[config.mk]
export PLATFORM = sky130hd
export DESIGN_NAME = scope_regs
export DESIGN_NICKNAME = d
export VERILOG_FILES = /design/src/common/scope_cfg_pkg.sv /design/src/verilog/scope_regs.sv
export SDC_FILE = /design/constraint.sdc
export NUM_CORES = 1
export LEC_CHECK = 0
export BUFFER_PORTS_ARGS = -buffer_cell sky130_fd_sc_hd__buf_2
export CELL_PAD_IN_SITES_DETAIL_PLACEMENT = 0
export CELL_PAD_IN_SITES_GLOBAL_PLACEMENT = 2
export CORE_ASPECT_RATIO = 1.75
export CORE_MARGIN = 10
export CORE_UTILIZATION = 29
export DETAILED_ROUTE_END_ITERATION = 8
export PLACE_DENSITY = 0.79
export SYNTH_ARGS = -nofsm -noshare
export SYNTH_HDL_FRONTEND = slang
export SYNTH_SLANG_ARGS = --single-unit
export TNS_END_PERCENT = 30
[constraint.sdc]
create_clock -name clock -period 1.5 [get_ports clock]
set_input_delay 0.075 -clock clock [delete_from_list [all_inputs] [get_ports clock]]
set_output_delay 0.075 -clock clock [all_outputs]
set_load 0.1 [all_outputs]
[src/common/scope_cfg_pkg.sv]
// Sizes are fixed at compile time and the register map assumes one 32-bit word per index
package scope_cfg_pkg;

    // Capture geometry, one frame holds an equal share of every channel
    localparam int N_STREAMS       = 4;
    localparam int CHANNEL_SAMPLES = 8;
    localparam int TRANSFER_SIZE   = N_STREAMS * CHANNEL_SAMPLES;
    localparam int LEVEL_WIDTH     = 5;

    // External trigger lines and the width of the index that picks one
    localparam int N_TRIGGERS     = 8;
    localparam int TRIG_SEL_WIDTH = $clog2(N_TRIGGERS);

    // Register bus geometry
    localparam int REG_ADDR_WIDTH = 3;
    localparam int REG_WIDTH      = 32;

    // Register map, one word per index
    localparam logic [REG_ADDR_WIDTH-1:0] REG_BUFFER_SIZE      = 3'd0;
    localparam logic [REG_ADDR_WIDTH-1:0] REG_ENABLE           = 3'd1;
    localparam logic [REG_ADDR_WIDTH-1:0] REG_BASE_ADDR        = 3'd2;
    localparam logic [REG_ADDR_WIDTH-1:0] REG_SELECTED_TRIGGER = 3'd3;
    localparam logic [REG_ADDR_WIDTH-1:0] REG_CAPTURE_ACK      = 3'd4;
    localparam logic [REG_ADDR_WIDTH-1:0] REG_SW_TRIGGER       = 3'd5;
    localparam logic [REG_ADDR_WIDTH-1:0] REG_TRIGGER_SAMPLE   = 3'd6;
    localparam logic [REG_ADDR_WIDTH-1:0] REG_STATUS           = 3'd7;

    // Capture state, also readable through the status register
    typedef enum logic [1:0] {
        IDLE      = 2'd0,
        ARMED     = 2'd1,
        TRIGGERED = 2'd2,
        HOLD      = 2'd3
    } trigger_state_t;

    // One register bus cycle, read and write are strobes
    typedef struct packed {
        logic                      write;
        logic                      read;
        logic [REG_ADDR_WIDTH-1:0] addr;
        logic [REG_WIDTH-1:0]      wdata;
    } reg_bus_t;

endpackage

[src/verilog/scope_regs.sv]
// Read data is valid one cycle after the read strobe and read and write never share a cycle
`timescale 1ns/10ps

module scope_regs import scope_cfg_pkg::*; (
    input  logic                      clock,
    input  logic                      rst_n,
    input  reg_bus_t                  bus,
    output logic [REG_WIDTH-1:0]      rdata,
    input  trigger_state_t            state,
    input  logic [LEVEL_WIDTH-1:0]    trigger_sample,
    output logic                      enable,
    output logic [REG_WIDTH-1:0]      base_addr,
    output logic [TRIG_SEL_WIDTH-1:0] selected_trigger,
    output logic                      capture_ack,
    output logic                      sw_trigger
);

    logic wr_ack;
    logic wr_sw_trigger;

    // The strobe registers react to any write, the data is ignored
    assign wr_ack        = bus.write && (bus.addr == REG_CAPTURE_ACK);
    assign wr_sw_trigger = bus.write && (bus.addr == REG_SW_TRIGGER);

    // Control registers and the two command pulses
    always_ff @(posedge clock) begin
        if (!rst_n) begin
            enable           <= 1'b0;
            base_addr        <= '0;
            selected_trigger <= '0;
            capture_ack      <= 1'b0;
            sw_trigger       <= 1'b0;
        end else begin
            // Pulses last exactly one cycle after the write
            capture_ack <= wr_ack;
            sw_trigger  <= wr_sw_trigger;
            if (bus.write) begin
                case (bus.addr)
                    REG_ENABLE:           enable <= bus.wdata[0];
                    REG_BASE_ADDR:        base_addr <= bus.wdata;
                    REG_SELECTED_TRIGGER: selected_trigger <= bus.wdata[TRIG_SEL_WIDTH-1:0];
                    default: ;
                endcase
            end
        end
    end

    // Read data is only updated on a read, it holds between reads
    always_ff @(posedge clock) begin
        if (bus.read) begin
            case (bus.addr)
                REG_BUFFER_SIZE:      rdata <= REG_WIDTH'(TRANSFER_SIZE);
                REG_ENABLE:           rdata <= REG_WIDTH'(enable);
                REG_BASE_ADDR:        rdata <= base_addr;
                REG_SELECTED_TRIGGER: rdata <= REG_WIDTH'(selected_trigger);
                REG_TRIGGER_SAMPLE:   rdata <= REG_WIDTH'(trigger_sample);
                REG_STATUS:           rdata <= REG_WIDTH'(state);
                // Ack and software trigger are write strobes and read as zero
                default:              rdata <= '0;
            endcase
        end
    end

    // A bus master issues either a read or a write in a cycle, never both
    a_no_read_write: assert property (
        @(posedge clock) disable iff (!rst_n) !(bus.read && bus.write)
    );

endmodule

==> impl_metrics.yaml <==
outcome:
  status: "completed"
floorplan:
  start_util_pct: 29.4
  io-pin-count: 116
  die_w_um: 95.6
  dieArea_sq_um: 14600
  die_h_um: 152
  num_rows: 48
  core_region_area_sq_um: 9850
power:
  power.leakage_nw: 1.82
  power_frac_comb_pct: 14.2
  peakVddDrop_v: 0.000623
  p_int_mw: 4.03
  switching_share_pct: 25.2
  power.density_nw_per_um2: 1270
  p_switching_mw: 1.36
  clkPwrFrac_pct: 47.3
  p_seq_share_pct: 38.4
place:
  place.gp.congestion: 0.725
  portBuffers: 115
  post-place-ws_ps: 257
  hpwlAfterDp_mm: 6.02
  dpl-instance-area_sq_um: 3600
sta:
  setup_viol: 0
  slew_headroom_pct: 64.9
  min_period_ps: 1210
  whs_ps: 9.09
  tightest_slew_ps: 525
  hold_viol: 0
  fmax_ghz: 0.827
  setup_ws_ps: 292
  rsz0062_at_grt: "false"
  slew_violations: 0
  fin_skew_ps: 3.80
  fin_crit_sh_pct: 80.6
critical_path:
  cp_slowest_cell: "buf_2"
  critical_path.startpoint: "base_addr[13]$_SDFFE_PN0P_"
  path_class: "reg -> out"
  startpoint_type: "register"
  rr_startpoint: "selected_trigger[1]$_SDFFE_PN0P_"
  reg2reg_slack_ps: 330
  path_buf_inv: 1
  crit_chain: "buf_2"
  crit_path_end_kind: "output pin"
  cp_num_cells: 1
  crit_arrival_ps: 1130
  reg2regPathDepth: 2
  cp.required_ps: 1420
  max_stage_delay_ps: 450
  crit_fanout: 3
  cp_top_family: "buffers and inverters"
routing:
  drt_iter0_markers: 36
  wl_per_cell_um: 15.7
  drt-total-wl_mm: 8.09
  dr_total_vias: 2199
  drc: 0
  first_pass_iters: 4
  via_per_inst: 4.25
  ant_nets: 0
logic_synthesis:
  syn_area_sq_um: 2900
  synth_seq_area_share_pct: 59.4
  synth_top_area_cell: "edfxtp_1"
  synth.top_cells.by_area: "edfxtp_1 (33%), dfxtp_1 (26%), a21boi_2 (12%), nand2_1 (8.4%), and2_1 (6.0%)"
  synthArstFlopShare_pct: 0
  yosysMostFrequentCell: "nand2_1"
  yosys_most_used_dff: "dfxtp_1"
  synth_seq_cells: 70
  ys_top_cells_by_count: "nand2_1 (65), dfxtp_1 (38), edfxtp_1 (32)"
  ys_warn_count: 0
  avgSynthCellArea_sq_um: 11.9
  synth-edff-count: 32
  syn_nets: 289
  syn-instance-count: 243
  synth_cell_types: 32
  synth_top_area_share_pct: 33.1
clocking:
  postCtsSetupBuffers: 0
  clock_latency_ps: 330
  cts_buffers: 9
  clock_sinks: 70
  cts_max_level: 3
  cts_tree: "done"
  path_clk_slew_ps: 50
  cts-root-buf: "clkbuf_16"
  ctsLongestPathBuffers: 2
cells_and_area:
  final_nets: 433
  fillers: 985
  area_delta_synth_final_pct: 46.3
  drive_gt1_share_pct: 44.9
  diodes: 0
  regArea_sq_um: 1720
  fin_util_pct: 43.1
  design_area_sq_um: 4240
  multiInputGateArea_sq_um: 1060
hold_path:
  min_from: "bus[17]"
  hp-class: "in -> reg"
  min_path_cells: 3
grt:
  grt_max_degree: 33
  grt_pass1_wl_mm: 12.6
  overflow: 0
  antenna_found_initial: 0
  grt_usage_pct: 11.5
  grt_pass1_vias: 2365
flow_run:
  maxCapViolCount: 0
[worst reg2reg max path: stages, from the launching register on]
cell and delay, ps:
dfxtp_2 320, mux4_2 440, and2_1 170
[metal layers]
layer / up-vias / global-route usage (%) / routed length (um)
met5: - / 0 / 0
met4: 0 / 6.70 / 315
met3: 17 / 4.05 / 586
met2: 72 / 20.3 / 4420
met1: 997 / 11.0 / 2770
li1: 1113 / - / -
[through the flow]
step / total power, mW / TNS (ps) / instances
final: 5.39 / 0 / 517
after CTS: 5.47 / 0 / 517
after global routing: 5.58 / 0 / 517
after floorplan: 2.65 / -13.1 / 243
after global placement: 2.83 / 0 / 473
after detailed placement: 2.83 / 0 / 473
[flip-flops by register name, summed over array words and instances (netlist names)]
| register | count |
|---|---|
| sw_trigger | 1 |
| capture_ack | 1 |
| selected_trigger | 3 |
| enable | 1 |
| base_addr | 32 |
| rdata | 32 |
[final cells by class]
cell class                      instances  area share (%)
Sequential cell                        70            40.6
Multi-Input combinational cell        155            25.0
Timing Repair Buffer                  150            22.0
Clock buffer                            9            5.31
Tap cell                              125            3.69
Clock inverter                          7            3.22
Inverter                                1          0.0885
[power groups by stage]
stage / logic, mW / clock network [mW] / registers (mW)
finish: 0.766 / 2.55 / 2.07
CTS: 0.778 / 2.61 / 2.07
detailed placement: 0.718 / 0 / 2.11
floorplan: 0.131 / 0 / 2.52
global placement: 0.715 / 0 / 2.11
global route: 0.803 / 2.70 / 2.08
[path summary, 6_finish.rpt]
check | end
worst min register to register | base_addr[17]$_SDFFE_PN0P_
worst min-delay path | base_addr[17]$_SDFFE_PN0P_
worst max-delay path | base_addr[13]
worst max register to register | rdata[1]$_DFFE_PP_
[cell usage in the layout, fill, tap and decap left out, drive strengths merged, types with 3 or more instances in the layout]
cell type / count
dfxtp: 38
bufinv: 4
dlygate4sd3: 28
a21boi: 32
nor2: 3
mux2i: 8
nand2: 65
nor2b: 5
and2: 28
edfxtp: 32
buf: 122
clkbuf: 9
[logic make-up (layout without fill, tap and decap cells)]
group	after synthesis	in the layout	share of synthesized area, %
compound gates	35	35	13.0
buf+inv	18	167	4.14
flops	70	70	59.4
mux	10	10	3.93
simple gates	110	110	19.6
[timing repair]
item / in CTS / in global routing
hold endpoints to repair: 28 / 0
hold buffers: 28 / 0
gates resized for setup: 0 / 0
No activity file was read; power rests on OpenSTA's default activity.
