## src/common/scope_cfg_pkg.sv

```systemverilog
// Sizes are fixed at compile time and the register map assumes one 32-bit word per index
package scope_cfg_pkg;

    // Capture geometry, one frame holds an equal share of every channel
    localparam int N_STREAMS       = 4;
    localparam int CHANNEL_SAMPLES = 8;
    localparam int TRANSFER_SIZE   = N_STREAMS * CHANNEL_SAMPLES;
    localparam int LEVEL_WIDTH     = 5;

    // External trigger lines and the width of the index that picks one
    localparam int N_TRIGGERS     = 8;
    localparam int TRIG_SEL_WIDTH = $clog2(N_TRIGGERS);

    // Register bus geometry
    localparam int REG_ADDR_WIDTH = 3;
    localparam int REG_WIDTH      = 32;

    // Register map, one word per index
    localparam logic [REG_ADDR_WIDTH-1:0] REG_BUFFER_SIZE      = 3'd0;
    localparam logic [REG_ADDR_WIDTH-1:0] REG_ENABLE           = 3'd1;
    localparam logic [REG_ADDR_WIDTH-1:0] REG_BASE_ADDR        = 3'd2;
    localparam logic [REG_ADDR_WIDTH-1:0] REG_SELECTED_TRIGGER = 3'd3;
    localparam logic [REG_ADDR_WIDTH-1:0] REG_CAPTURE_ACK      = 3'd4;
    localparam logic [REG_ADDR_WIDTH-1:0] REG_SW_TRIGGER       = 3'd5;
    localparam logic [REG_ADDR_WIDTH-1:0] REG_TRIGGER_SAMPLE   = 3'd6;
    localparam logic [REG_ADDR_WIDTH-1:0] REG_STATUS           = 3'd7;

    // Capture state, also readable through the status register
    typedef enum logic [1:0] {
        IDLE      = 2'd0,
        ARMED     = 2'd1,
        TRIGGERED = 2'd2,
        HOLD      = 2'd3
    } trigger_state_t;

    // One register bus cycle, read and write are strobes
    typedef struct packed {
        logic                      write;
        logic                      read;
        logic [REG_ADDR_WIDTH-1:0] addr;
        logic [REG_WIDTH-1:0]      wdata;
    } reg_bus_t;

endpackage

```

## src/common/scope_stream_pkg.sv

```systemverilog
// Stream beats carry one sample each and the memory port accepts a write every cycle
package scope_stream_pkg;

    localparam int DATA_WIDTH = 16;
    localparam int DEST_WIDTH = 2;
    localparam int ADDR_WIDTH = 32;

    // The dest field holds the channel the sample came from
    typedef struct packed {
        logic [DEST_WIDTH-1:0] dest;
        logic [DATA_WIDTH-1:0] data;
    } sample_t;

    // Last marks the final sample of a frame
    typedef struct packed {
        logic    valid;
        logic    last;
        sample_t sample;
    } stream_beat_t;

    // Word addressed memory write, taken in the cycle it is presented
    typedef struct packed {
        logic                  we;
        logic [ADDR_WIDTH-1:0] addr;
        sample_t               sample;
    } mem_write_t;

endpackage

```

## src/verilog/sample_counter.sv

```systemverilog
// Frames are counted from the first beat after inhibit drops, so captures start on a boundary
`timescale 1ns/10ps

module sample_counter import scope_cfg_pkg::*, scope_stream_pkg::*; (
    input  logic                   clock,
    input  logic                   rst_n,
    input  logic                   capture_inhibit,
    input  stream_beat_t           beat_in,
    output stream_beat_t           beat_out,
    output logic [LEVEL_WIDTH-1:0] buffer_level,
    output logic                   frame_end
);

    logic [LEVEL_WIDTH-1:0] count;
    logic                   valid_q;
    logic                   last_q;
    sample_t                sample_q;
    logic                   at_end;

    assign at_end = (count == LEVEL_WIDTH'(TRANSFER_SIZE - 1));

    always_ff @(posedge clock) begin
        if (!rst_n || capture_inhibit) begin
            // Inhibit drops the beat and rewinds the frame
            count   <= '0;
            valid_q <= 1'b0;
            last_q  <= 1'b0;
        end else begin
            valid_q <= beat_in.valid;
            last_q  <= beat_in.valid && at_end;
            if (beat_in.valid) begin
                count <= at_end ? '0 : count + 1'b1;
            end
        end
    end

    // Sample payload follows the valid beat
    always_ff @(posedge clock) begin
        if (beat_in.valid) begin
            sample_q <= beat_in.sample;
        end
    end

    assign beat_out     = '{valid: valid_q, last: last_q, sample: sample_q};
    assign frame_end    = valid_q && last_q;
    assign buffer_level = count;

endmodule

```

## config.mk

```make
export PLATFORM = sky130hd
export DESIGN_NAME = sample_counter
export DESIGN_NICKNAME = d
export VERILOG_FILES = /design/src/common/scope_cfg_pkg.sv /design/src/common/scope_stream_pkg.sv /design/src/verilog/sample_counter.sv
export SDC_FILE = /design/constraint.sdc
export NUM_CORES = 1
export LEC_CHECK = 0
export BUFFER_PORTS_ARGS = -buffer_cell sky130_fd_sc_hd__buf_2
export CAP_MARGIN = 15
export CELL_PAD_IN_SITES_DETAIL_PLACEMENT = 0
export CELL_PAD_IN_SITES_GLOBAL_PLACEMENT = 1
export CORE_AREA = 3 3 55 57
export CTS_CLUSTER_DIAMETER = 200
export CTS_CLUSTER_SIZE = 14
export DETAILED_ROUTE_END_ITERATION = 12
export DIE_AREA = 0 0 58 60
export GPL_TIMING_DRIVEN = 0
export PLACE_DENSITY_LB_ADDON = 0.1
export SLEW_MARGIN = 10
export SYNTH_ARGS = -nofsm -noshare
export SYNTH_HDL_FRONTEND = slang
export SYNTH_SLANG_ARGS = --single-unit
```

## constraint.sdc

```tcl
create_clock -name clock -period 3.3 [get_ports clock]
set_input_delay 0.33 -clock clock [delete_from_list [all_inputs] [get_ports clock]]
set_output_delay 0.33 -clock clock [all_outputs]
set_load 0.005 [all_outputs]
```

==> summary.md <==
| Metric | Value |
|---|---|
| FILL cells | `244` |
| Max-slew headroom at the worst pin | `0.728` |
| Last weighted congestion value of the routability-driven placer | `0.648` |
| Max-slew violation count | `0` |
| Footprint of the multi-input gates | `166 µm²` |
| Min Tclk post-route | `approximately 1600 ps` |
| Largest net degree at the start of global routing | `20` |
| Clock tree from TritonCTS | `done` |
| Hold buffer count at CTS | `0` |
| Distinct cell type count after synthesis | `18` |
| Final Skew | `between 2 and 2.5 ps` |
| Number of antenna repair diodes | `0` |
| Total Die Area | `3480 µm²` |
| Area delta synth->final | `34.2%` |
| Cell-by-cell trace of the critical path | `ha_1 -> and3_1 -> ha_1 -> and4bb_2 -> a21oi_1 -> nor2_1` |
| Worst setup EP type | `register` |
| Total internal power | `0.000426 W` |
| Cells taking the most area after synthesis | `edfxtp_1, dfxtp_1, ha_1, nand4_4, mux2i_1` |
| Height of the die | `about 60 µm` |
| Depth of the CTS H-tree | `1` |
| Critical path peak fanout | `5` |
| Worst setup SP type | `register` |
| Number of buffers created by CTS | `3` |
| Sequential element share of the synthesized area | `0.776` |
| Post-cts gate resize count | `0` |
| Initial cell density of the core | `0.348` |
| Half-perimeter wire length after placement | `approximately 1.3 mm` |
| Part of the power in registers | `0.676` |
| IO Port Bufs | `47` |
| Run status | `finished, final reports clean` |
| Number of register bits inferred by synthesis | `25` |
| Sum of negative setup slack | `0 ps` |
| Width of the chip | `~58 µm` |
| Switching power of the nets | `between 0.0001 and 0.00015 W` |
| Total power of the final layout | `around 0.00054 W` |
| Post-Place Cells | `between 100 and 150` |
| Final-report setup violation count | `0` |
| First-pass GRT wire length | `approximately 2.6 mm` |
| Req. time, crit path | `approximately 3500 ps` |
| Skew-Pair Late Insertion Delay | `300 ps` |
| Top cell types by occurrence after synthesis | `edfxtp_1, dfxtp_1, nor2_1` |
| Cell type with the largest total area after synthesis | `edfxtp_1` |
| # IOs | `49` |
| Buf+Inv Stages, Crit Path | `0` |
| Standard-cell row count | `18` |
| Critical Path Slowest Stage Cell | `dfxtp_1` |
| Hold Vio Cnt, Final | `0` |
| Net Sw Frac | `0.204` |
| Most prevalent standard cell on the critical path | `ha_1` |
| Leakage power summed over all cells | `~0.54 nW` |
| Critical Path Max Stage Delay | `470 ps` |
| Data arrival time of the critical path | `roughly 1800 ps` |
| Number of enable flip-flop cells after synthesis | `18` |
| Clock net sink count | `25` |
| Sequential cell area in the final layout | `681 µm²` |
| Netlist area before placement | `slightly below 900 µm²` |
| Ratio of cells with drive above 1 in the final layout | `0.564` |
| Clk root buf | `clkbuf_4` |
| Routed WL per cell | `12.2 µm` |
| Number of buffers inserted by post-CTS setup repair | `0` |
| Clock power share | `0.241` |
| Largest buffer count on any clock path | `2` |
| Hold_ws | `189 ps` |
| Share of Yosys cell area claimed by the top area cell type | `0.616` |
| Type of the setup path with the least slack | `register to register` |
| Post-synthesis instance total | `50` |
| # nets final | `about 130` |
| Final antenna-violating net count | `0` |
| Remaining DRCs | `0` |
| Cell area power density | `approximately 450 nW/µm²` |
| Routed WL | `approximately 1.6 mm` |
| Worst VDD drop | `between 0.2 and 0.25 mV` |
| Unrepaired setup endpoints after global routing | `no` |
| Vias after detailed routing | `between 500 and 600` |
| Number of nets produced by synthesis | `75` |
| Post-DR vias/cell | `4.37` |
| Iteration-0 DRC Markers | `4` |
| Min-Delay Path Class | `input port to register` |
| Highest clock rate | `roughly 0.63 GHz` |
| Mapped Avg Cell Area | `between 15 and 20 µm²` |
| Max Cap Viol | `0` |
| Synth async-reset ratio | `0` |
| Final Cycle Share | `0.483` |
| Number of global-route vias before repair | `approximately 590` |
| Most common cell in the netlist | `edfxtp_1` |
| Core Region | `2520 µm²` |
| Tightest Pin Transition | `about 410 ps` |
| Final non-filler cell total | `approximately 130` |
| Clock transition at the register clock pins on the worst setup and hold paths after CTS | `130 ps` |
| Total global-route track usage | `0.102` |
| Synth Warn # | `0` |
| Congestion Overflow GR | `0` |
| Crit path max-delay family | `simple AND/OR/NAND/NOR gates` |
| Post-synth top flop | `edfxtp_1` |
| DRT Pass-1 Iters | `3` |
| Initial antenna violation count | `0` |
| Comb power frac | `0.083` |
[through the flow]
| stage | utilization | worst slack [ps] | area [µm²] |
|---|---|---|---|
| 6_report | 0.467 | 1700 | 1180 |
| 5_1_grt | 0.467 | 1510 | 1180 |
| 4_1_cts | 0.467 | 1680 | 1180 |
| 3_3_place_gp | 0.456 | 1680 | 1150 |
| 2_1_floorplan | - | 1840 | 877 |
| 3_5_place_dp | 0.456 | 1720 | 1150 |
[flip-flops by register name (all words and copies together) (netlist names)]
name and flops:
valid_q 1, beat_out 18, last_q 1, buffer_level 5
[power groups by stage]
stage	logic [W]	clock network [W]	registers (W)
2_1_floorplan	0.00000762	0	0.000373
3_3_place_gp	0.0000453	0	0.000369
3_5_place_dp	0.0000459	0	0.000370
4_1_cts	0.0000460	0.000137	0.000363
5_1_grt	0.0000503	0.000151	0.000365
6_report	0.0000446	0.000129	0.000362
[layout make-up]
class,count,share of cell area
sequential,25,0.578
timing repair buffer,47,0.200
multi-input combinational,21,0.141
tap,30,0.0319
buffer,3,0.0223
clock buffer,3,0.0191
clock inverter,1,0.00425
inverter,1,0.00319
[worst register-to-register path, stage by stage (launching register included)]
cell	delay, ps
dfxtp_1	470
ha_1	210
and3_1	160
ha_1	240
and4bb_2	260
a21oi_1	110
nor2_1	50
[cell families (layout without fill, tap and decap cells)]
logic type | count (synthesis) | count (layout) | share of synthesized area
DFF | 25 | 25 | 0.776
and+or+nand+nor | 12 | 12 | 0.0970
AOI/OAI and AO/OA | 4 | 4 | 0.0314
buffers and inverters | 4 | 55 | 0.0342
adders and majority gates | 2 | 2 | 0.0285
muxes | 2 | 2 | 0.0228
xor gates and xnor gates | 1 | 1 | 0.00999
[layout by cell type (no fill, tap or decap)]
cell / count
a211oi_2: 1
a21oi_1: 2
and2_1: 2
and3_1: 1
and4bb_2: 1
buf_2: 47
buf_4: 2
buf_6: 1
clkbuf_4: 3
clkinv_2: 1
dfxtp_1: 7
edfxtp_1: 18
ha_1: 2
inv_1: 1
mux2i_1: 2
nand2b_1: 1
nand4_4: 1
nor2_1: 5
nor3b_1: 1
o21ai_0: 1
xor2_1: 1
[worst paths after layout]
check,from,end,slack (ps),cells past startpoint
worst min register to register,buffer_level[4]$_SDFFE_PP0P_,buffer_level[4]$_SDFFE_PP0P_,540,2
worst max register to register,buffer_level[0]$_SDFFE_PP0P_,buffer_level[2]$_SDFFE_PP0P_,1700,6
worst max-delay path,buffer_level[0]$_SDFFE_PP0P_,buffer_level[2]$_SDFFE_PP0P_,1700,6
worst min-delay path,beat_in[6],beat_out[6]$_DFFE_PP_,190,1
[layer usage]
layer  wire, µm  part of all wire  vias up  track usage
met4         10            0.0063        0       0.0497
met2        771              0.48       28        0.169
met5          0                 0        -            0
met3        144             0.090        2       0.0302
li1           -                 -      283            -
met1        674              0.42      260        0.120
(Power assumes the default switching activity.)
