===== src/common/scope_cfg_pkg.sv =====
// Sizes are fixed at compile time and the register map assumes one 32-bit word per index
package scope_cfg_pkg;

    // Capture geometry, one frame holds an equal share of every channel
    localparam int N_STREAMS       = 4;
    localparam int CHANNEL_SAMPLES = 8;
    localparam int TRANSFER_SIZE   = N_STREAMS * CHANNEL_SAMPLES;
    localparam int LEVEL_WIDTH     = 5;

    // External trigger lines and the width of the index that picks one
    localparam int N_TRIGGERS     = 8;
    localparam int TRIG_SEL_WIDTH = $clog2(N_TRIGGERS);

    // Register bus geometry
    localparam int REG_ADDR_WIDTH = 3;
    localparam int REG_WIDTH      = 32;

    // Register map, one word per index
    localparam logic [REG_ADDR_WIDTH-1:0] REG_BUFFER_SIZE      = 3'd0;
    localparam logic [REG_ADDR_WIDTH-1:0] REG_ENABLE           = 3'd1;
    localparam logic [REG_ADDR_WIDTH-1:0] REG_BASE_ADDR        = 3'd2;
    localparam logic [REG_ADDR_WIDTH-1:0] REG_SELECTED_TRIGGER = 3'd3;
    localparam logic [REG_ADDR_WIDTH-1:0] REG_CAPTURE_ACK      = 3'd4;
    localparam logic [REG_ADDR_WIDTH-1:0] REG_SW_TRIGGER       = 3'd5;
    localparam logic [REG_ADDR_WIDTH-1:0] REG_TRIGGER_SAMPLE   = 3'd6;
    localparam logic [REG_ADDR_WIDTH-1:0] REG_STATUS           = 3'd7;

    // Capture state, also readable through the status register
    typedef enum logic [1:0] {
        IDLE      = 2'd0,
        ARMED     = 2'd1,
        TRIGGERED = 2'd2,
        HOLD      = 2'd3
    } trigger_state_t;

    // One register bus cycle, read and write are strobes
    typedef struct packed {
        logic                      write;
        logic                      read;
        logic [REG_ADDR_WIDTH-1:0] addr;
        logic [REG_WIDTH-1:0]      wdata;
    } reg_bus_t;

endpackage


===== src/common/scope_stream_pkg.sv =====
// Stream beats carry one sample each and the memory port accepts a write every cycle
package scope_stream_pkg;

    localparam int DATA_WIDTH = 16;
    localparam int DEST_WIDTH = 2;
    localparam int ADDR_WIDTH = 32;

    // The dest field holds the channel the sample came from
    typedef struct packed {
        logic [DEST_WIDTH-1:0] dest;
        logic [DATA_WIDTH-1:0] data;
    } sample_t;

    // Last marks the final sample of a frame
    typedef struct packed {
        logic    valid;
        logic    last;
        sample_t sample;
    } stream_beat_t;

    // Word addressed memory write, taken in the cycle it is presented
    typedef struct packed {
        logic                  we;
        logic [ADDR_WIDTH-1:0] addr;
        sample_t               sample;
    } mem_write_t;

endpackage


===== src/dma/buffer_writer.sv =====
// The memory port never stalls and a capture writes at most one frame from base_addr upward
`timescale 1ns/10ps

module buffer_writer import scope_cfg_pkg::*, scope_stream_pkg::*; (
    input  logic                  clock,
    input  logic                  rst_n,
    input  logic                  enable,
    input  logic                  capture_active,
    input  logic [ADDR_WIDTH-1:0] base_addr,
    input  stream_beat_t          beat_in,
    output mem_write_t            mem,
    output logic                  dma_done
);

    localparam int IDX_WIDTH = $clog2(TRANSFER_SIZE + 1);

    logic [IDX_WIDTH-1:0]  wr_idx;
    logic                  take;
    logic                  we_q;
    logic                  last_q;
    logic [ADDR_WIDTH-1:0] addr_q;
    sample_t               sample_q;

    // Beats are written only while the hub is capturing and the scope is enabled
    assign take = capture_active && enable && beat_in.valid;

    always_ff @(posedge clock) begin
        if (!rst_n) begin
            wr_idx   <= '0;
            we_q     <= 1'b0;
            last_q   <= 1'b0;
            dma_done <= 1'b0;
        end else begin
            we_q   <= take;
            last_q <= take && beat_in.last;
            // Done follows the write of the last beat by one cycle
            dma_done <= last_q && enable;
            // The index restarts whenever no capture is running or a frame ends
            if (!capture_active || (take && beat_in.last)) begin
                wr_idx <= '0;
            end else if (take) begin
                wr_idx <= wr_idx + 1'b1;
            end
        end
    end

    // Address and data of the write, meaningful only with we_q
    always_ff @(posedge clock) begin
        if (take) begin
            addr_q   <= base_addr + ADDR_WIDTH'(wr_idx);
            sample_q <= beat_in.sample;
        end
    end

    assign mem = '{we: we_q, addr: addr_q, sample: sample_q};

    // The frame counter must close the frame before the index runs past the buffer
    a_idx_in_buffer: assert property (
        @(posedge clock) disable iff (!rst_n) wr_idx <= IDX_WIDTH'(TRANSFER_SIZE - 1)
    );

endmodule


===== config.mk =====
export PLATFORM = sky130hd
export DESIGN_NAME = buffer_writer
export DESIGN_NICKNAME = d
export VERILOG_FILES = /design/src/common/scope_cfg_pkg.sv /design/src/common/scope_stream_pkg.sv /design/src/dma/buffer_writer.sv
export SDC_FILE = /design/constraint.sdc
export NUM_CORES = 1
export LEC_CHECK = 0
export ABC_CLOCK_PERIOD_IN_PS = 3110
export BUFFER_PORTS_ARGS = -buffer_cell sky130_fd_sc_hd__buf_4
export CAP_MARGIN = 10
export CORE_UTILIZATION = 48
export CTS_CLUSTER_DIAMETER = 200
export CTS_CLUSTER_SIZE = 20
export DETAILED_ROUTE_END_ITERATION = 12
export PLACE_DENSITY = 0.8
export SETUP_SLACK_MARGIN = 0.1
export SKIP_CTS_REPAIR_TIMING = 1
export SLEW_MARGIN = 30
export SYNTH_ARGS = -nofsm -noshare
export SYNTH_HDL_FRONTEND = slang
export SYNTH_SLANG_ARGS = --single-unit

===== constraint.sdc =====
create_clock -name clock -period 3.11 [get_ports clock]
set_input_delay 0 -clock clock [delete_from_list [all_inputs] [get_ports clock]]
set_output_delay 0 -clock clock [all_outputs]
set_load 0.005 [all_outputs]

==> flow_metrics.tcl, run 1 <==
set metrics [dict create \
    status "complete, but fails checks" \
    violations "hold timing" \
    setup_tns_ns 0 \
    antennaDiodeCount 0 \
    antenna_found_initial 0 \
    synth_warnings 0 \
    fmax_ghz 0.414 \
    whs_ns -0.00580 \
    setup_viol 0 \
    wirelength_um 6670 \
    grt_max_degree 40 \
    die_w_um 76.4 \
    rsz0062_at_grt "false" \
    end_kind "flop" \
    drc 0 \
    dieArea_um2 5830 \
    track_usage_pct 20.6 \
    place_congestion 0.757 \
    leakagePower_nw 1.67 \
    p_per_area_nw_per_um2 443 \
    h-tree-depth 3 \
    ant_nets 0 \
    ys_seq_area_share_pct 63.4 \
    peakVddDrop_mv 0.363 \
    ys_ff_latch 59 \
    met1_usage_pct 23.9 \
    path_clk_slew_ns 0.07 \
    cts_tree "built" \
    synthCells 189 \
    maxSlewHeadroom_pct 38.0 \
    die_height_um 76.4 \
    fin_area_um2 4110 \
    synth_top_area_share_pct 56.6 \
    dp_hpwl_um 4020 \
    use_met3_pct 6.11 \
    num_rows 26 \
    hold_viol_final 2 \
    seq_area_um2 1680 \
    synth_largest_area_cell "edfxtp_1" \
    multi_input_area_um2 941 \
    cts_buffer_depth 2 \
    drv_cap 0 \
    critical_path_class "flop to flop" \
    fin_nets 404 \
    cts_root_buf "clkbuf_8" \
    hold_class "input port to flop" \
    firstDrtPassIters 4 \
    grt_pass1_wl_um 9010 \
    grt_pass1_vias 1884 \
    initial_utilization_pct 51.0 \
    period_share_pct 77.7 \
    place_area_um2 3530 \
    clk_latency_ns 0.33 \
    use_met2_pct 35.5 \
    overflow 0 \
    synth_area_um2 2650 \
    via_per_inst 5.14 \
    drive_gt1_share_pct 37.7 \
    routed-via-count 2134 \
    synth_ff_type "edfxtp_1" \
    syn_to_final_growth_pct 54.8 \
    synth-async-reset-ratio_pct 0 \
    slew_violations 0 \
    drt-wirelength-per-cell_um 16.1 \
    grt.busiest_layer "met2" \
    required_ns 3.20 \
    dr.first_iter.drc_count 180 \
    cts_sinks 59 \
    core_area_um2 5200 \
    synthTopCellsByArea "edfxtp_1 (57%), xnor2_1 (8.9%), dfxtp_1 (6.8%)" \
    worstMarginPinSlew_ns 0.924 \
    n_fill_cell 341 \
    synth_edf_count 50 \
    fin_skew_ns 0.00911 \
    cp_max_fo 13 \
    cp.arrival_ns 2.51 \
    avgSynthCellArea_um2 14.0 \
    synth_fp_nets 253 \
    start_kind "flop" \
    fin_crit_ns 2.42 \
    ys_types 32 \
    io_buffers 107 \
    tritoncts.num_buffers 9 \
    ios 108 \
]
[metal layers]
metal	vias up	routed length [um]
met3	13	336
met1	1009	2620
met2	92	3560
met5	-	0
li1	1020	-
met4	0	145
[where the power goes]
group	total [mW]	switching (mW)	internal [mW]	leakage [nW]
sequential	0.902	0.00978	0.892	0.532
combinational	0.214	0.0835	0.130	1.04
clock	0.704	0.321	0.383	0.105
[critical path: stages (launching register included)]
cell,delay (ns)
dfxtp_1,0.40
ha_1,0.24
fa_1,0.23
a21oi_1,0.10
o21ai_1,0.73
nand4b_1,0.26
xnor2_1,0.20
[area by class of cell]
cell class / count / share of cell area [%]
Tap cell: 70 / 2.13
Clock buffer: 12 / 4.29
Multi-Input combinational cell: 122 / 22.9
Clock inverter: 4 / 0.701
Inverter: 3 / 0.274
Timing Repair Buffer: 145 / 28.8
Sequential cell: 59 / 40.9
[layout by cell type, fill, tap and decap left out, types with 2 or more instances in the layout]
master,n
buf_4,108
edfxtp_1,50
dlygate4sd3_1,37
xnor2_1,27
nand4_1,14
clkbuf_8,11
dfxtp_1,9
and3_1,8
nand3_1,8
nand2_1,8
xor2_1,7
nor2_1,7
ha_1,7
a21oi_1,5
nand4b_1,5
inv_1,3
a211oi_1,3
and2_1,3
and3_2,2
o211ai_1,2
nor4_4,2
and4bb_1,2
nand3b_1,2
o21ai_0,2
inv_4,2
[synth_stat cells (5+ instances only)]
master and number:
edfxtp_1 50, xnor2_1 27, nand4_1 14, and3_1 9, dfxtp_1 9, nand2_1 8, nand3_1 8, ha_1 7
nor2_1 7, xor2_1 7, a21oi_1 5, nand4b_1 5
[kinds of logic (layout without fill, tap and decap cells)]
| family | after synthesis | count (layout) | share of synthesized area (%) |
|---|---|---|---|
| and+or+nand+nor | 63 | 63 | 15.9 |
| muxes | 1 | 1 | 0.377 |
| adders and majority gates | 8 | 8 | 4.05 |
| xor gates and xnor gates | 34 | 34 | 11.2 |
| DFF | 59 | 59 | 63.4 |
| buffers and inverters | 8 | 164 | 1.37 |
| AOI/OAI and AO/OA | 16 | 16 | 3.68 |
[per-stage QoR]
step	worst slack, ns	hold WS, ns	total power, mW	util, %	cells
6_report	0.692	-0.00580	1.82	78.9	415
4_1_cts	0.753	-0.175	1.78	71.7	378
3_3_place_gp	0.868	0.178	1.08	67.8	362
2_1_floorplan	0.795	0.0989	0.969	-	189
3_5_place_dp	0.806	0.179	1.09	67.8	362
5_1_grt	0.477	-0.00194	1.87	78.9	415
[path summary, 6_finish.rpt]
| check | startpoint | end | slack [ns] | depth (start not counted) |
|---|---|---|---|---|
| worst min-delay path | base_addr[19] | addr_q[19] | -0.006 | 2 |
| worst max register to register | wr_idx[0] | addr_q[12] | 0.69 | 6 |
| worst max-delay path | wr_idx[0] | addr_q[12] | 0.69 | 6 |
| worst min register to register | last_q | dma_done | 0.47 | 1 |
[flip-flops by register name (all words and copies together) (netlist names)]
| signal | flops |
|---|---|
| addr_q | 32 |
| dma_done | 1 |
| last_q | 1 |
| mem | 18 |
| we_q | 1 |
| wr_idx | 6 |
(Power assumes the default switching activity.)
==> inputs of run 2 (changes only) <==
--- a/config.mk
+++ b/config.mk
@@ -5,14 +5,14 @@
 export SDC_FILE = /design/constraint.sdc
 export NUM_CORES = 1
 export LEC_CHECK = 0
-export ABC_CLOCK_PERIOD_IN_PS = 3110
+export ABC_CLOCK_PERIOD_IN_PS = 2100
 export BUFFER_PORTS_ARGS = -buffer_cell sky130_fd_sc_hd__buf_4
 export CAP_MARGIN = 10
-export CORE_UTILIZATION = 48
+export CORE_UTILIZATION = 43
 export CTS_CLUSTER_DIAMETER = 200
 export CTS_CLUSTER_SIZE = 20
 export DETAILED_ROUTE_END_ITERATION = 12
-export PLACE_DENSITY = 0.8
+export PLACE_DENSITY = 0.75
 export SETUP_SLACK_MARGIN = 0.1
 export SKIP_CTS_REPAIR_TIMING = 1
 export SLEW_MARGIN = 30
==> constraint.sdc (replaced) <==
create_clock -name clock -period 2.1 [get_ports clock]
set_input_delay 0 -clock clock [delete_from_list [all_inputs] [get_ports clock]]
set_output_delay 0 -clock clock [all_outputs]
set_load 0.005 [all_outputs]
==> run 2 against run 1 <==
The run still ends with hold timing left. Die area is 11% higher. Global-route usage down 2.4 points. Total power up 37%. Sequential share of layout area is 0.88 points lower. Non-clock buffer count increased by 12. First-iteration DRC count fell by 49%. Combinational power rose by 54%. Fmax rose by 23%. Sequential cell count unchanged. Core utilization down 8.0 points.
==> flow_metrics.tcl, run 2 (synthesis gave the netlist of run 1 again) <==
set metrics [dict create \
    fmax_ghz 0.508 \
    regMostFlops "addr_q" \
    via_per_inst 5.06 \
    critPathLaunch "wr_idx[0]" \
    cp.buffers_inverters 1 \
    crit_chain "ha_1, fa_1, a21oi_2, o21ai_2, buf_4, nand4_1, xnor2_1" \
    dieArea_um2 6490 \
    end_kind "flop" \
    die_w_um 80.6 \
    antennaDiodeCount 0 \
    track_usage_pct 18.3 \
    n_fill_cell 405 \
    crit_path_top_delay_cell "fa_1" \
    syn_to_final_growth_pct 58.2 \
    path_clk_slew_ns 0.06 \
    final_common_cell "buf_4" \
    h-tree-depth 3 \
    p_per_area_nw_per_um2 595 \
    drt-wirelength-per-cell_um 14.6 \
    rsz0062_at_grt "true" \
    cts_tree "built" \
    whs_ns -0.00864 \
    crit_family "adder cells" \
    hold_class "input port to flop" \
    reg2regPathDepth 7 \
    largest_reg_flops 32 \
    cts_sinks 59 \
    hp-start "base_addr[10]" \
    peakVddDrop_mv 0.331 \
    path_depth 7 \
    grt_max_degree 31 \
    clk_latency_ns 0.34 \
    dp_hpwl_um 4200 \
    fin_skew_ns 0.00481 \
    hold_viol_final 2 \
    wirelength_um 6280 \
    worstMarginPinSlew_ns 0.420 \
    period_share_pct 93.6 \
    drc 0 \
    totalPowerFinal_mw 2.50 \
    required_ns 2.19 \
    dr.first_iter.drc_count 92 \
    core_area_um2 5920 \
    ant_nets 0 \
    hold_depth 2 \
    num_rows 28 \
    routed-via-count 2179 \
    setup_viol 0 \
    place_congestion 0.800 \
    critical_path_class "flop to flop" \
    initial_utilization_pct 44.8 \
    fin_crit_ns 1.97 \
    slowest_delay_ns 0.43 \
    overflow 0 \
    slew_violations 0 \
    grt_pass1_vias 1918 \
    status "complete, but fails checks" \
    setup_tns_ns 0 \
    grt_pass1_wl_um 8490 \
    tritoncts.num_buffers 9 \
    r2r_start "wr_idx[0]" \
    drv_cap 0 \
    fin_nets 416 \
    cts_buffer_depth 2 \
    violations "hold timing" \
    antenna_found_initial 0 \
    cp.arrival_ns 2.06 \
    firstDrtPassIters 4 \
    maxSlewHeadroom_pct 71.8 \
    io_buffers 107 \
    multi_input_area_um2 950 \
    ios 108 \
    leakagePower_nw 1.71 \
    drive_gt1_share_pct 37.6 \
    cp_max_fo 8 \
    cts_root_buf "clkbuf_8" \
    die_height_um 80.6 \
    final_cell_mix "buf_4 (112), edfxtp_1 (50), dlygate4sd3_1 (43), xnor2_1 (27), nand4_1 (14)" \
    seq_area_um2 1680 \
    start_kind "flop" \
]
## run 2: worst register-to-register path: stages, from the launching register on
cell and delay (ns):
dfxtp_1 0.31, ha_1 0.22, fa_1 0.43, a21oi_2 0.23, o21ai_2 0.15, buf_4 0.19
nand4_1 0.12, xnor2_1 0.07
## run 2: final timing paths
kind / to / slack, ns
max: addr_q[16] / 0.13
min: addr_q[10] / -0.009
max reg2reg: addr_q[16] / 0.13
min reg2reg: dma_done / 0.47
## run 2: cell type report
cell class              instances  share of cell area, %
flip-flops and latches         59                   40.1
repair buffers                157                   31.2
multi-input cells             122                   22.6
clock buffers                  11                   3.13
well taps                      75                   2.24
clock inverters                 4                  0.447
inverters                       3                  0.268
## run 2: stage by stage
stage	instances	area, um2	hold WS (ns)	utilization [%]	setup WS, ns
3_5_place_dp	372	3600	0.179	60.8	0.00409
2_1_floorplan	189	2660	0.0989	-	0.249
6_report	431	4200	-0.00864	70.9	0.133
4_1_cts	387	3750	-0.181	63.3	0.00162
5_1_grt	431	4200	0.00131	70.9	0.0248
3_3_place_gp	372	3600	0.178	60.8	0.0690
## run 2: metal layers
| layer | vias to the layer above | global-route usage, % | wire (um) |
|---|---|---|---|
| li1 | 1040 | - | - |
| met5 | - | 0 | 0 |
| met3 | 21 | 4.32 | 370 |
| met1 | 1037 | 20.0 | 2430 |
| met4 | 0 | 15.0 | 251 |
| met2 | 81 | 29.9 | 3230 |
## run 2: power breakdown
part / leakage [nW] / internal, mW / switching (mW)
registers: 0.532 / 1.32 / 0.0126
logic: 1.10 / 0.205 / 0.124
clock network: 0.0804 / 0.411 / 0.424
total: 1.71 / 1.94 / 0.560
