**config.mk**
```make
export PLATFORM = sky130hd
export DESIGN_NAME = trigger_hub
export DESIGN_NICKNAME = d
export VERILOG_FILES = /design/src/common/scope_cfg_pkg.sv /design/src/verilog/trigger_hub.sv
export SDC_FILE = /design/constraint.sdc
export NUM_CORES = 1
export LEC_CHECK = 0
export ABC_AREA = 1
export BUFFER_PORTS_ARGS = -buffer_cell sky130_fd_sc_hd__buf_2
export CAP_MARGIN = 20
export CORE_ASPECT_RATIO = 1.25
export CORE_MARGIN = 2
export CORE_UTILIZATION = 50
export CTS_CLUSTER_SIZE = 24
export DETAILED_ROUTE_END_ITERATION = 7
export PLACE_DENSITY = 0.93
export SYNTH_ARGS = -nofsm -noshare
export SYNTH_HDL_FRONTEND = slang
export SYNTH_SLANG_ARGS = --single-unit
export TNS_END_PERCENT = 10
```
**constraint.sdc**
```tcl
create_clock -name clock -period 2.75 [get_ports clock]
set_clock_uncertainty 0.15 [all_clocks]
set_input_delay 0 -clock clock [delete_from_list [all_inputs] [get_ports clock]]
set_output_delay 0 -clock clock [all_outputs]
set_load 0.02 [all_outputs]
```
**src/common/scope_cfg_pkg.sv**
```systemverilog
// Sizes are fixed at compile time and the register map assumes one 32-bit word per index
package scope_cfg_pkg;

    // Capture geometry, one frame holds an equal share of every channel
    localparam int N_STREAMS       = 4;
    localparam int CHANNEL_SAMPLES = 8;
    localparam int TRANSFER_SIZE   = N_STREAMS * CHANNEL_SAMPLES;
    localparam int LEVEL_WIDTH     = 5;

    // External trigger lines and the width of the index that picks one
    localparam int N_TRIGGERS     = 8;
    localparam int TRIG_SEL_WIDTH = $clog2(N_TRIGGERS);

    // Register bus geometry
    localparam int REG_ADDR_WIDTH = 3;
    localparam int REG_WIDTH      = 32;

    // Register map, one word per index
    localparam logic [REG_ADDR_WIDTH-1:0] REG_BUFFER_SIZE      = 3'd0;
    localparam logic [REG_ADDR_WIDTH-1:0] REG_ENABLE           = 3'd1;
    localparam logic [REG_ADDR_WIDTH-1:0] REG_BASE_ADDR        = 3'd2;
    localparam logic [REG_ADDR_WIDTH-1:0] REG_SELECTED_TRIGGER = 3'd3;
    localparam logic [REG_ADDR_WIDTH-1:0] REG_CAPTURE_ACK      = 3'd4;
    localparam logic [REG_ADDR_WIDTH-1:0] REG_SW_TRIGGER       = 3'd5;
    localparam logic [REG_ADDR_WIDTH-1:0] REG_TRIGGER_SAMPLE   = 3'd6;
    localparam logic [REG_ADDR_WIDTH-1:0] REG_STATUS           = 3'd7;

    // Capture state, also readable through the status register
    typedef enum logic [1:0] {
        IDLE      = 2'd0,
        ARMED     = 2'd1,
        TRIGGERED = 2'd2,
        HOLD      = 2'd3
    } trigger_state_t;

    // One register bus cycle, read and write are strobes
    typedef struct packed {
        logic                      write;
        logic                      read;
        logic [REG_ADDR_WIDTH-1:0] addr;
        logic [REG_WIDTH-1:0]      wdata;
    } reg_bus_t;

endpackage

```
**src/verilog/trigger_hub.sv**
```systemverilog
// Trigger lines must be synchronous to clock and only one capture is outstanding at a time
`timescale 1ns/10ps

module trigger_hub import scope_cfg_pkg::*; (
    input  logic                      clock,
    input  logic                      rst_n,
    input  logic                      enable,
    input  logic [TRIG_SEL_WIDTH-1:0] selected_trigger,
    input  logic [N_TRIGGERS-1:0]     trigger_in,
    input  logic                      sw_trigger,
    input  logic                      capture_ack,
    input  logic [LEVEL_WIDTH-1:0]    buffer_level,
    input  logic                      frame_end,
    output trigger_state_t            state,
    output logic [LEVEL_WIDTH-1:0]    trigger_sample,
    output logic                      capture_inhibit,
    output logic [N_TRIGGERS-1:0]     trigger_out
);

    logic [N_TRIGGERS-1:0] trigger_q;
    logic                  ext_edge;
    logic                  fire;

    // Rising edge on the selected external line only
    assign ext_edge = trigger_in[selected_trigger] && !trigger_q[selected_trigger];

    // A trigger is only taken while armed, otherwise it is lost
    assign fire = (state == ARMED) && (ext_edge || sw_trigger);

    // Samples pass to memory only outside IDLE and HOLD
    // In ARMED they still cycle through the frame counter
    assign capture_inhibit = (state == IDLE) || (state == HOLD);

    always_ff @(posedge clock) begin
        if (!rst_n) begin
            state          <= IDLE;
            trigger_q      <= '0;
            trigger_sample <= '0;
            trigger_out    <= '0;
        end else begin
            trigger_q <= trigger_in;
            // One cycle pulse on the line that fired, also for a software trigger
            trigger_out <= fire ? (N_TRIGGERS'(1) << selected_trigger) : '0;
            if (fire) begin
                trigger_sample <= buffer_level;
            end
            if (!enable) begin
                // Disable overrides every state
                state <= IDLE;
            end else begin
                case (state)
                    IDLE:      state <= ARMED;
                    ARMED:     if (fire) state <= TRIGGERED;
                    TRIGGERED: if (frame_end) state <= HOLD;
                    // Wait for software to take the buffer before re-arming
                    HOLD:      if (capture_ack) state <= ARMED;
                    default:   state <= IDLE;
                endcase
            end
        end
    end

endmodule
```
==> impl_metrics.yaml, run 1 <==
timing:
  drv_slew: 0
  hold_viol_final: 0
  fin_setup_tns_ns: 0
  min_period_over_period_pct: 87.2
  worst_slew_pin_slew_ns: 0.341
  slew_headroom_pct: 77.2
  fmax_ghz: 0.417
  fin_crit_ns: 2.40
  setup_viol: 0
  setup_slack_ns: 0.353
  rsz0062_at_grt: "no"
detailed_routing:
  dr.max_layer_used: "met4"
  routed_wl_um: 2860
  vias: 1139
  met3_length_um: 201
  avgRoutedWirePerCell_um: 12.9
  wl_met2_um: 1430
  wl_met1_um: 1100
  drc: 0
  drt_iter0_drc: 58
  vias_per_cell: 5.15
  firstDrtPassIters: 4
  ant_nets: 0
synth:
  yosysSeqAreaShare_pct: 47.7
  synth_top_family_by_area: "simple AND/OR/NAND/NOR gates"
  synth_top_area_cell: "dfxtp_1"
  synth-simple-area-share_pct: 32.9
  synth_seq_cells: 23
  synth_xor_area_share_pct: 0
  netlist-cell-type-count: 19
  synthMuxAreaShare_pct: 0
  synthCells: 128
  synth_compound_area_share_pct: 4.28
  netlist_area_um2: 965
  ys_warn_count: 0
  postSynthAreaPerCell_um2: 7.54
  synthAdderAreaFrac_pct: 3.89
  synth_top_area_share_pct: 47.7
  synth_fp_nets: 153
  synthTopCellsByArea: "dfxtp_1 48%, nand2_1 10%, nor2_1 8.6%, inv_1 7.4%, nand3_1 6.7%"
final_layout:
  fin_cells: 221
  fin_nets: 228
  fillers: 101
  drive_gt1_share_pct: 24.8
  finalInstanceArea_um2: 1540
  n_antenna_cell: 0
  final_common_cell: "buf_2"
  area_delta_synth_final_pct: 59.1
  layout_common_cells: "37 x buf_2, 36 x dlygate4sd3_1, 26 x nand2_1"
critical_path:
  cp-start-kind: "primary input"
  required_ns: 2.82
  worstPathArrival_ns: 2.46
  worstSetupEndpointType: "register"
  cp_max_fo: 13
  worstSetupPathType: "primary input to register"
power_and_ir_drop:
  power.density_nw_per_um2: 429
  ir_worst_vdd_uv: 371
  power.leakage_uw: 0.000797
  p_total_uw: 659
floorplan:
  die_h_um: 53.1
  start_util_pct: 54.0
  die_w_um: 43.3
  dieArea_um2: 2300
  core_area_um2: 1790
  ioPinCount: 38
  std_cell_rows: 17
grt:
  gr-usage-all-layers_pct: 28.4
  grt_max_degree: 17
  grt_pass1_vias: 1118
  grt_pass1_wl_um: 4820
  grt-ovfl-total: 0
  antenna_found_initial: 0
placement:
  hpwl_um: 1540
  placed_area_um2: 1150
  dp.cells: 181
  pre_cts_ws_ns: 1.33
  gp_congestion: 0.879
  numPortBuffers: 37
cts:
  cts_tree: "done"
  cts.clk_slew.worst_paths_ns: 0.13
  clock_sinks: 23
  cts_hold_buf: 36
  clockRootBuffer: "clkbuf_4"
  clock_path_buffers: 2
  clk_latency_ns: 0.31
  htreeDepth: 1
  ctsResizeCount: 0
  cts_buffers: 3
  post_cts.repair.setup_buffers: 0
flow_run:
  cap_violations: 0
run_status:
  status: "finished clean"
min_path:
  hold_path.class: "primary input to register"
kinds of logic (layout without fill, tap and decap cells):
logic type / after synthesis / in the layout
AND/OR/NAND/NOR: 70 / 70
buffers and inverters: 24 / 98
flip-flops: 23 / 23
AO/OA/AOI/OAI: 8 / 8
adder cells (fa/ha/maj): 3 / 3
worst paths after layout:
kind                                  start  cells past startpoint  slack (ns)                             end
max reg2reg         trigger_q[7]$_SDFF_PN0_                     10        0.74       trigger_out[7]$_SDFF_PN0_
max                     selected_trigger[0]                     13        0.35       trigger_out[7]$_SDFF_PN0_
min reg2reg  trigger_sample[2]$_SDFFE_PN0P_                      2        0.35  trigger_sample[2]$_SDFFE_PN0P_
min                               frame_end                      5        0.04           state[1]$_SDFFE_PN0P_
cell type report:
class	instances	area, µm²	area share [%]
clock buffers	3	22.5	1.47
repair buffers	73	546	35.5
well taps	19	23.8	1.55
clock inverters	1	5.00	0.326
inverters	21	81.3	5.30
flip-flops and latches	23	460	30.0
multi-input cells	81	397	25.8
power by group:
part	leakage (µW)	switching (µW)	internal, µW	total, µW
logic	0.000590	76.4	73.2	150
clock network	0.0000177	99.5	54.2	154
registers	0.000189	7.84	348	356
total	0.000797	184	475	659
sequential cells by signal, indices dropped and copies added (netlist names):
| name | cells |
|---|---|
| trigger_sample | 5 |
| trigger_q | 8 |
| state | 2 |
| trigger_out | 8 |
synthesized netlist by cell type:
master / count
nand2_4: 1
dfxtp_1: 23
nor2_2: 1
nand3_2: 3
inv_2: 1
a21oi_1: 2
nand4_1: 2
clkbuf_1: 1
or2_2: 1
nand2_2: 1
nand3_1: 13
nor2_1: 22
o21ai_0: 5
inv_4: 1
ha_1: 3
buf_6: 2
nand2_1: 26
o22ai_1: 1
inv_1: 19
worst max-delay path, stage by stage:
cell and delay [ns]:
dlygate4sd3_1 0.54, buf_2 0.21, nor2_1 0.32, nand2_1 0.15, nand2_1 0.08, nor2_1 0.04
nand2_1 0.09, nand3_2 0.11, nand2_4 0.11, inv_4 0.06, nand3_2 0.05, dlygate4sd3_1 0.62
nor2_1 0.07
layer usage:
metal	global-route usage [%]	up-vias
met5	0	-
met1	33.7	521
li1	-	540
met4	16.2	0
met2	49.0	60
met3	3.07	18
through the flow:
step           hold WS, ns  utilization, %
3_3_place_gp        0.0434            64.2
2_1_floorplan      -0.0565               -
4_1_cts             0.0115            85.9
6_report            0.0411            85.9
3_5_place_dp        0.0477            64.2
5_1_grt             0.0575            85.9
Power figures use the tool's default switching activity.
==> inputs of run 2 (changes only) <==
Settings changed: CORE_UTILIZATION 50 to 46, HOLD_SLACK_MARGIN from default to 0.15, PLACE_DENSITY 0.93 to 0.87.
Clock period 2.75 ns to 2.41 ns, I/O delays scaled along.
==> run 2 against run 1 <==
- the flow now finishes with violations (negative setup slack)
- sequential power is 14% higher
- hold slack improved by 0.28 ns
- count of clock-buffer cells in the layout is 1 higher
- first-iteration DRC count is 53% lower
- combinational power increased by 28%
- die area up 8.0%
- via count grew 3.3%
- clock power up 14%
- critical path depth fell by 1
- final cell count rose by 5.0%
==> impl_metrics.yaml, run 2 (synthesized netlist as in run 1, its figures left out) <==
power_and_ir_drop:
  ir_worst_vdd_uv: 312
  power.leakage_uw: 0.000854
  power.density_nw_per_um2: 468
  p_total_uw: 772
detailed_routing:
  firstDrtPassIters: 4
  ant_nets: 0
  drt_iter0_drc: 27
  vias_per_cell: 5.07
  routed_wl_um: 3080
  vias: 1177
  avgRoutedWirePerCell_um: 13.3
  drc: 0
cts:
  clock_path_buffers: 2
  clk_latency_ns: 0.31
  clockRootBuffer: "clkbuf_4"
  cts_tree: "done"
  clock_sinks: 23
  cts_buffers: 3
  cts.clk_slew.worst_paths_ns: 0.11
  htreeDepth: 1
grt:
  grt_pass1_wl_um: 4920
  grt_pass1_vias: 1183
  busiest_layer: "met2"
  antenna_found_initial: 0
  gr-usage-all-layers_pct: 26.5
  grtUsageMet1_pct: 28.5
  globalRouteMet3Util_pct: 3.59
  grt_max_degree: 17
  met2_usage_pct: 45.5
  grt-ovfl-total: 0
timing:
  drv_slew: 0
  fin_crit_ns: 2.43
  hold_viol_final: 0
  rsz0062_at_grt: "yes"
  setup_viol: 1
  setup_slack_ns: -0.0228
  worst_slew_pin_slew_ns: 0.344
  slew_headroom_pct: 77.1
  fmax_ghz: 0.411
  min_period_over_period_pct: 101
  whs_ns: 0.324
placement:
  hpwl_um: 1570
  placed_area_um2: 1150
  pre_cts_ws_ns: 1.01
  numPortBuffers: 37
  gp_congestion: 0.867
floorplan:
  dieArea_um2: 2480
  ioPinCount: 38
  die_h_um: 55.2
  die_w_um: 45.0
  start_util_pct: 48.7
  std_cell_rows: 18
  core_area_um2: 1980
final_layout:
  fin_nets: 238
  reg.largest.list: "trigger_out x8, trigger_q x8, trigger_sample x5"
  n_antenna_cell: 0
  finalInstanceArea_um2: 1650
  area_delta_synth_final_pct: 70.9
  layout_common_cells: "43 x dlygate4sd3_1, 37 x buf_2, 25 x nand2_1"
  drive_gt1_share_pct: 26.4
  final_common_cell: "dlygate4sd3_1"
  postLayoutCoreUtil_pct: 83.2
critical_path:
  worstPathArrival_ns: 2.50
  worstSetupEndpointType: "register"
  cp-start-kind: "primary input"
  worstSetupPathType: "primary input to register"
  startpoint: "selected_trigger[2]"
  required_ns: 2.47
  rr_startpoint: "trigger_q[2]$_SDFF_PN0_"
  cp_max_fo: 6
min_path:
  hp-start: "selected_trigger[1]"
  hold_path.class: "primary input to register"
run_status:
  violations: "negative setup slack"
  status: "finished, violations left"
flow_run:
  cap_violations: 0
[run 2: cell count changes in the layout (fill, tap and decap cells not counted), moves of 2 or more]
| cell | previous run | this run |
|---|---|---|
| o21ai_2 | 0 | 3 |
| dlygate4sd3_1 | 36 | 43 |
| o21ai_0 | 5 | 2 |
| buf_4 | 0 | 2 |
[run 2: repair_timing]
| action | 4_1_cts | 5_1_grt |
|---|---|---|
| setup endpoints to repair | 0 | 3 |
| buffers inserted | 0 | 2 |
| gates resized for setup | 0 | 9 |
| hold buffers | 45 | 0 |
| endpoints found under the hold margin | 23 | 0 |
[run 2: metal layers]
metal,wire [µm],vias up
met5,0,-
met3,127,13
met1,1110,548
met2,1700,54
li1,-,562
met4,135,0
[run 2: metrics by stage]
step	setup TNS [ns]	cells
floorplan	0	128
global placement	0	182
detailed placement	0	182
CTS	0	231
global route	-0.111	232
finish	-0.0228	232
[run 2: worst max-delay path, cell delays in order]
cell and delay [ns]:
dlygate4sd3_1 0.55, buf_2 0.15, inv_1 0.08, nand2_1 0.07
nor2_2 0.11, nand2_2 0.08, nand3_2 0.09, nand2_4 0.09
o21ai_2 0.13, dlygate4sd3_1 0.56, nor2_1 0.04, dlygate4sd3_1 0.54
[run 2: final timing paths]
check / to / slack, ns / depth (start not counted)
setup reg to reg: trigger_sample[4]$_SDFFE_PN0P_ / -0.01 / 10
hold reg to reg: trigger_sample[0]$_SDFFE_PN0P_ / 0.36 / 2
setup / recovery: trigger_sample[4]$_SDFFE_PN0P_ / -0.02 / 12
hold / removal: state[1]$_SDFFE_PN0P_ / 0.32 / 7
[run 2: area by class of cell]
class | count | area [µm²]
Multi-Input combinational cell | 81 | 413
Sequential cell | 23 | 460
Inverter | 21 | 81.3
Fill cell | 118 | 333
Timing Repair Buffer | 83 | 643
Clock buffer | 4 | 26.3
Tap cell | 20 | 25.0
[run 2: where the power goes]
group | internal (µW) | switching, µW
registers | 397 | 8.87
logic | 96.8 | 94.8
clock network | 64.8 | 110
==> inputs of run 3 (changes only) <==
--- a/config.mk
+++ b/config.mk
@@ -17,2 +17,3 @@
 export PLACE_DENSITY = 0.87
+export SKIP_LAST_GASP = 1
 export SYNTH_ARGS = -nofsm -noshare
==> constraint.sdc (replaced) <==
create_clock -name clock -period 2.41 [get_ports clock]
set_clock_uncertainty 0.15 [all_clocks]
set_input_delay 0.482 -clock clock [delete_from_list [all_inputs] [get_ports clock]]
set_output_delay 0.482 -clock clock [all_outputs]
set_load 0.02 [all_outputs]
==> run 3 against run 2 <==
- the flow now finishes without violations
- sequential share of layout area grew 11 points
- critical path depth down 9
- fmax up 29%
- non-clock buffer count decreased by 46
- flip-flop and latch count unchanged
- final cell count fell by 20%
- count of clock-buffer cells in the layout shrank 1
- hold slack lost 0.11 ns
- worst setup slack improved by 0.54 ns
- clock power is essentially flat
- sequential power is essentially flat
- register-to-register slack better by 0.98 ns
- critical endpoint is now capture_inhibit
- largest power group unchanged
==> impl_metrics.yaml, run 3 (synthesized netlist as in run 1, its figures left out) <==
cts:
  clockRootBuffer: "clkbuf_4"
  cts.clk_slew.worst_paths_ns: 0.12
  htreeDepth: 1
  clk_latency_ns: 0.30
  clock_sinks: 23
  ctsResizeCount: 0
  clock_path_buffers: 2
  post_cts.repair.setup_buffers: 0
  cts_buffers: 3
  cts_tree: "done"
  cts_hold_buf: 0
detailed_routing:
  avgRoutedWirePerCell_um: 10.3
  vias: 927
  vias_per_cell: 4.98
  drt_iter0_drc: 14
  drc: 0
  ant_nets: 0
  firstDrtPassIters: 4
  routed_wl_um: 1910
grt:
  antenna_found_initial: 0
  grt_pass1_wl_um: 3220
  grt-ovfl-total: 0
  grt_max_degree: 17
  grt_pass1_vias: 830
  gr-usage-all-layers_pct: 16.8
final_layout:
  fin_nets: 192
  area_delta_synth_final_pct: 21.9
  reg.largest.list: "trigger_out x8, trigger_q x8, trigger_sample x5"
  postLayoutCoreUtil_pct: 59.3
  drive_gt1_share_pct: 30.1
  n_antenna_cell: 0
  layout_common_cells: "37 x buf_2, 26 x nand2_1, 23 x dfxtp_1"
  final_common_cell: "buf_2"
power_and_ir_drop:
  p_sw_uw: 191
  power.density_nw_per_um2: 590
  intPower_uw: 503
  power_frac_comb_pct: 16.8
  seqPwrFrac_pct: 58.3
  p_sw_share_pct: 27.6
  pwr-share-clk_pct: 24.9
  p_total_uw: 694
  ir_worst_vdd_uv: 389
  power.leakage_uw: 0.000661
critical_path:
  cp-start-kind: "register"
  path_cells: "inv_1 -> ha_1 -> buf_2"
  critPathMaxStageDelay_ns: 0.42
  worstSetupPathType: "register to primary output"
  regToRegSetupSlack_ns: 0.97
  critPathTopFamily: "flip-flops"
  worstSetupEndpointType: "primary output"
  critPathBufInv: 2
  required_ns: 1.78
  slowest_stage: "dfxtp_1"
  worstPathArrival_ns: 1.26
  cp_max_fo: 5
floorplan:
  start_util_pct: 48.7
  std_cell_rows: 18
  die_w_um: 45.0
  die_h_um: 55.2
  dieArea_um2: 2480
  core_area_um2: 1980
  ioPinCount: 38
timing:
  slew_headroom_pct: 81.1
  worst_slew_pin_slew_ns: 0.284
  setup_viol: 0
  rsz0062_at_grt: "no"
  hold_viol_final: 0
  fmax_ghz: 0.529
  drv_slew: 0
  fin_setup_tns_ns: 0
  min_period_over_period_pct: 78.5
  fin_crit_ns: 1.89
min_path:
  hold_path.class: "primary input to register"
placement:
  hpwl_um: 1550
  numPortBuffers: 37
  gp_congestion: 0.905
flow_run:
  cap_violations: 0
run_status:
  status: "finished clean"
## run 3: cell types whose count changed in the layout (fill, tap and decap cells not counted), sizes merged
| cell | change |
|---|---|
| dlygate4sd3 | -43 |
| buf | -2 |
| clkbuf | -1 |
| clkinv | +1 |
| dlymetal6s4s | -1 |
## run 3: final cells by class
| cell class | instances | area (µm²) |
|---|---|---|
| fillers | 180 | 806 |
| flip-flops and latches | 23 | 460 |
| multi-input cells | 81 | 397 |
| repair buffers | 37 | 185 |
| inverters | 21 | 81.3 |
| well taps | 20 | 25.0 |
| clock buffers | 3 | 22.5 |
| clock inverters | 1 | 5.00 |
## run 3: worst paths after layout
check,start,endpoint,depth (start not counted)
setup / recovery,state[0]$_SDFFE_PN0P_,capture_inhibit,3
hold reg to reg,trigger_sample[2]$_SDFFE_PN0P_,trigger_sample[2]$_SDFFE_PN0P_,2
hold / removal,trigger_in[4],trigger_q[4]$_SDFF_PN0_,3
setup reg to reg,state[0]$_SDFFE_PN0P_,state[0]$_SDFFE_PN0P_,6
## run 3: metal layers
layer / part of all wire, % / vias to the layer above / GRT usage, %
met4: 3.0 / 0 / 8.82
met2: 52 / 45 / 28.6
met1: 40 / 405 / 18.9
met5: 0 / - / 0
li1: - / 469 / -
met3: 5.7 / 8 / 2.94
## run 3: worst min-delay path, stage by stage
cell and delay [ns]:
buf_2 0.09, nand2_1 0.04, inv_1 0.04
## run 3: stage by stage
stage                     cell area, µm²  std cells  worst slack [ns]  hold WS, ns
after global placement              1150        182             0.619        0.333
after detailed placement            1150        182             0.492        0.327
after CTS                           1180        186             0.513        0.213
final                               1180        186             0.519        0.214
after global routing                1180        186             0.437        0.196
after floorplan                      965        128             0.795        0.410
## run 3: power by group through the flow
stage                     Clock, µW  Combinational [µW]  Sequential (µW)
after detailed placement          0                 117              413
final                           173                 117              405
after floorplan                   0                65.8              424
after global placement            0                 113              413
after global routing            192                 131              407
after CTS                       173                 117              405
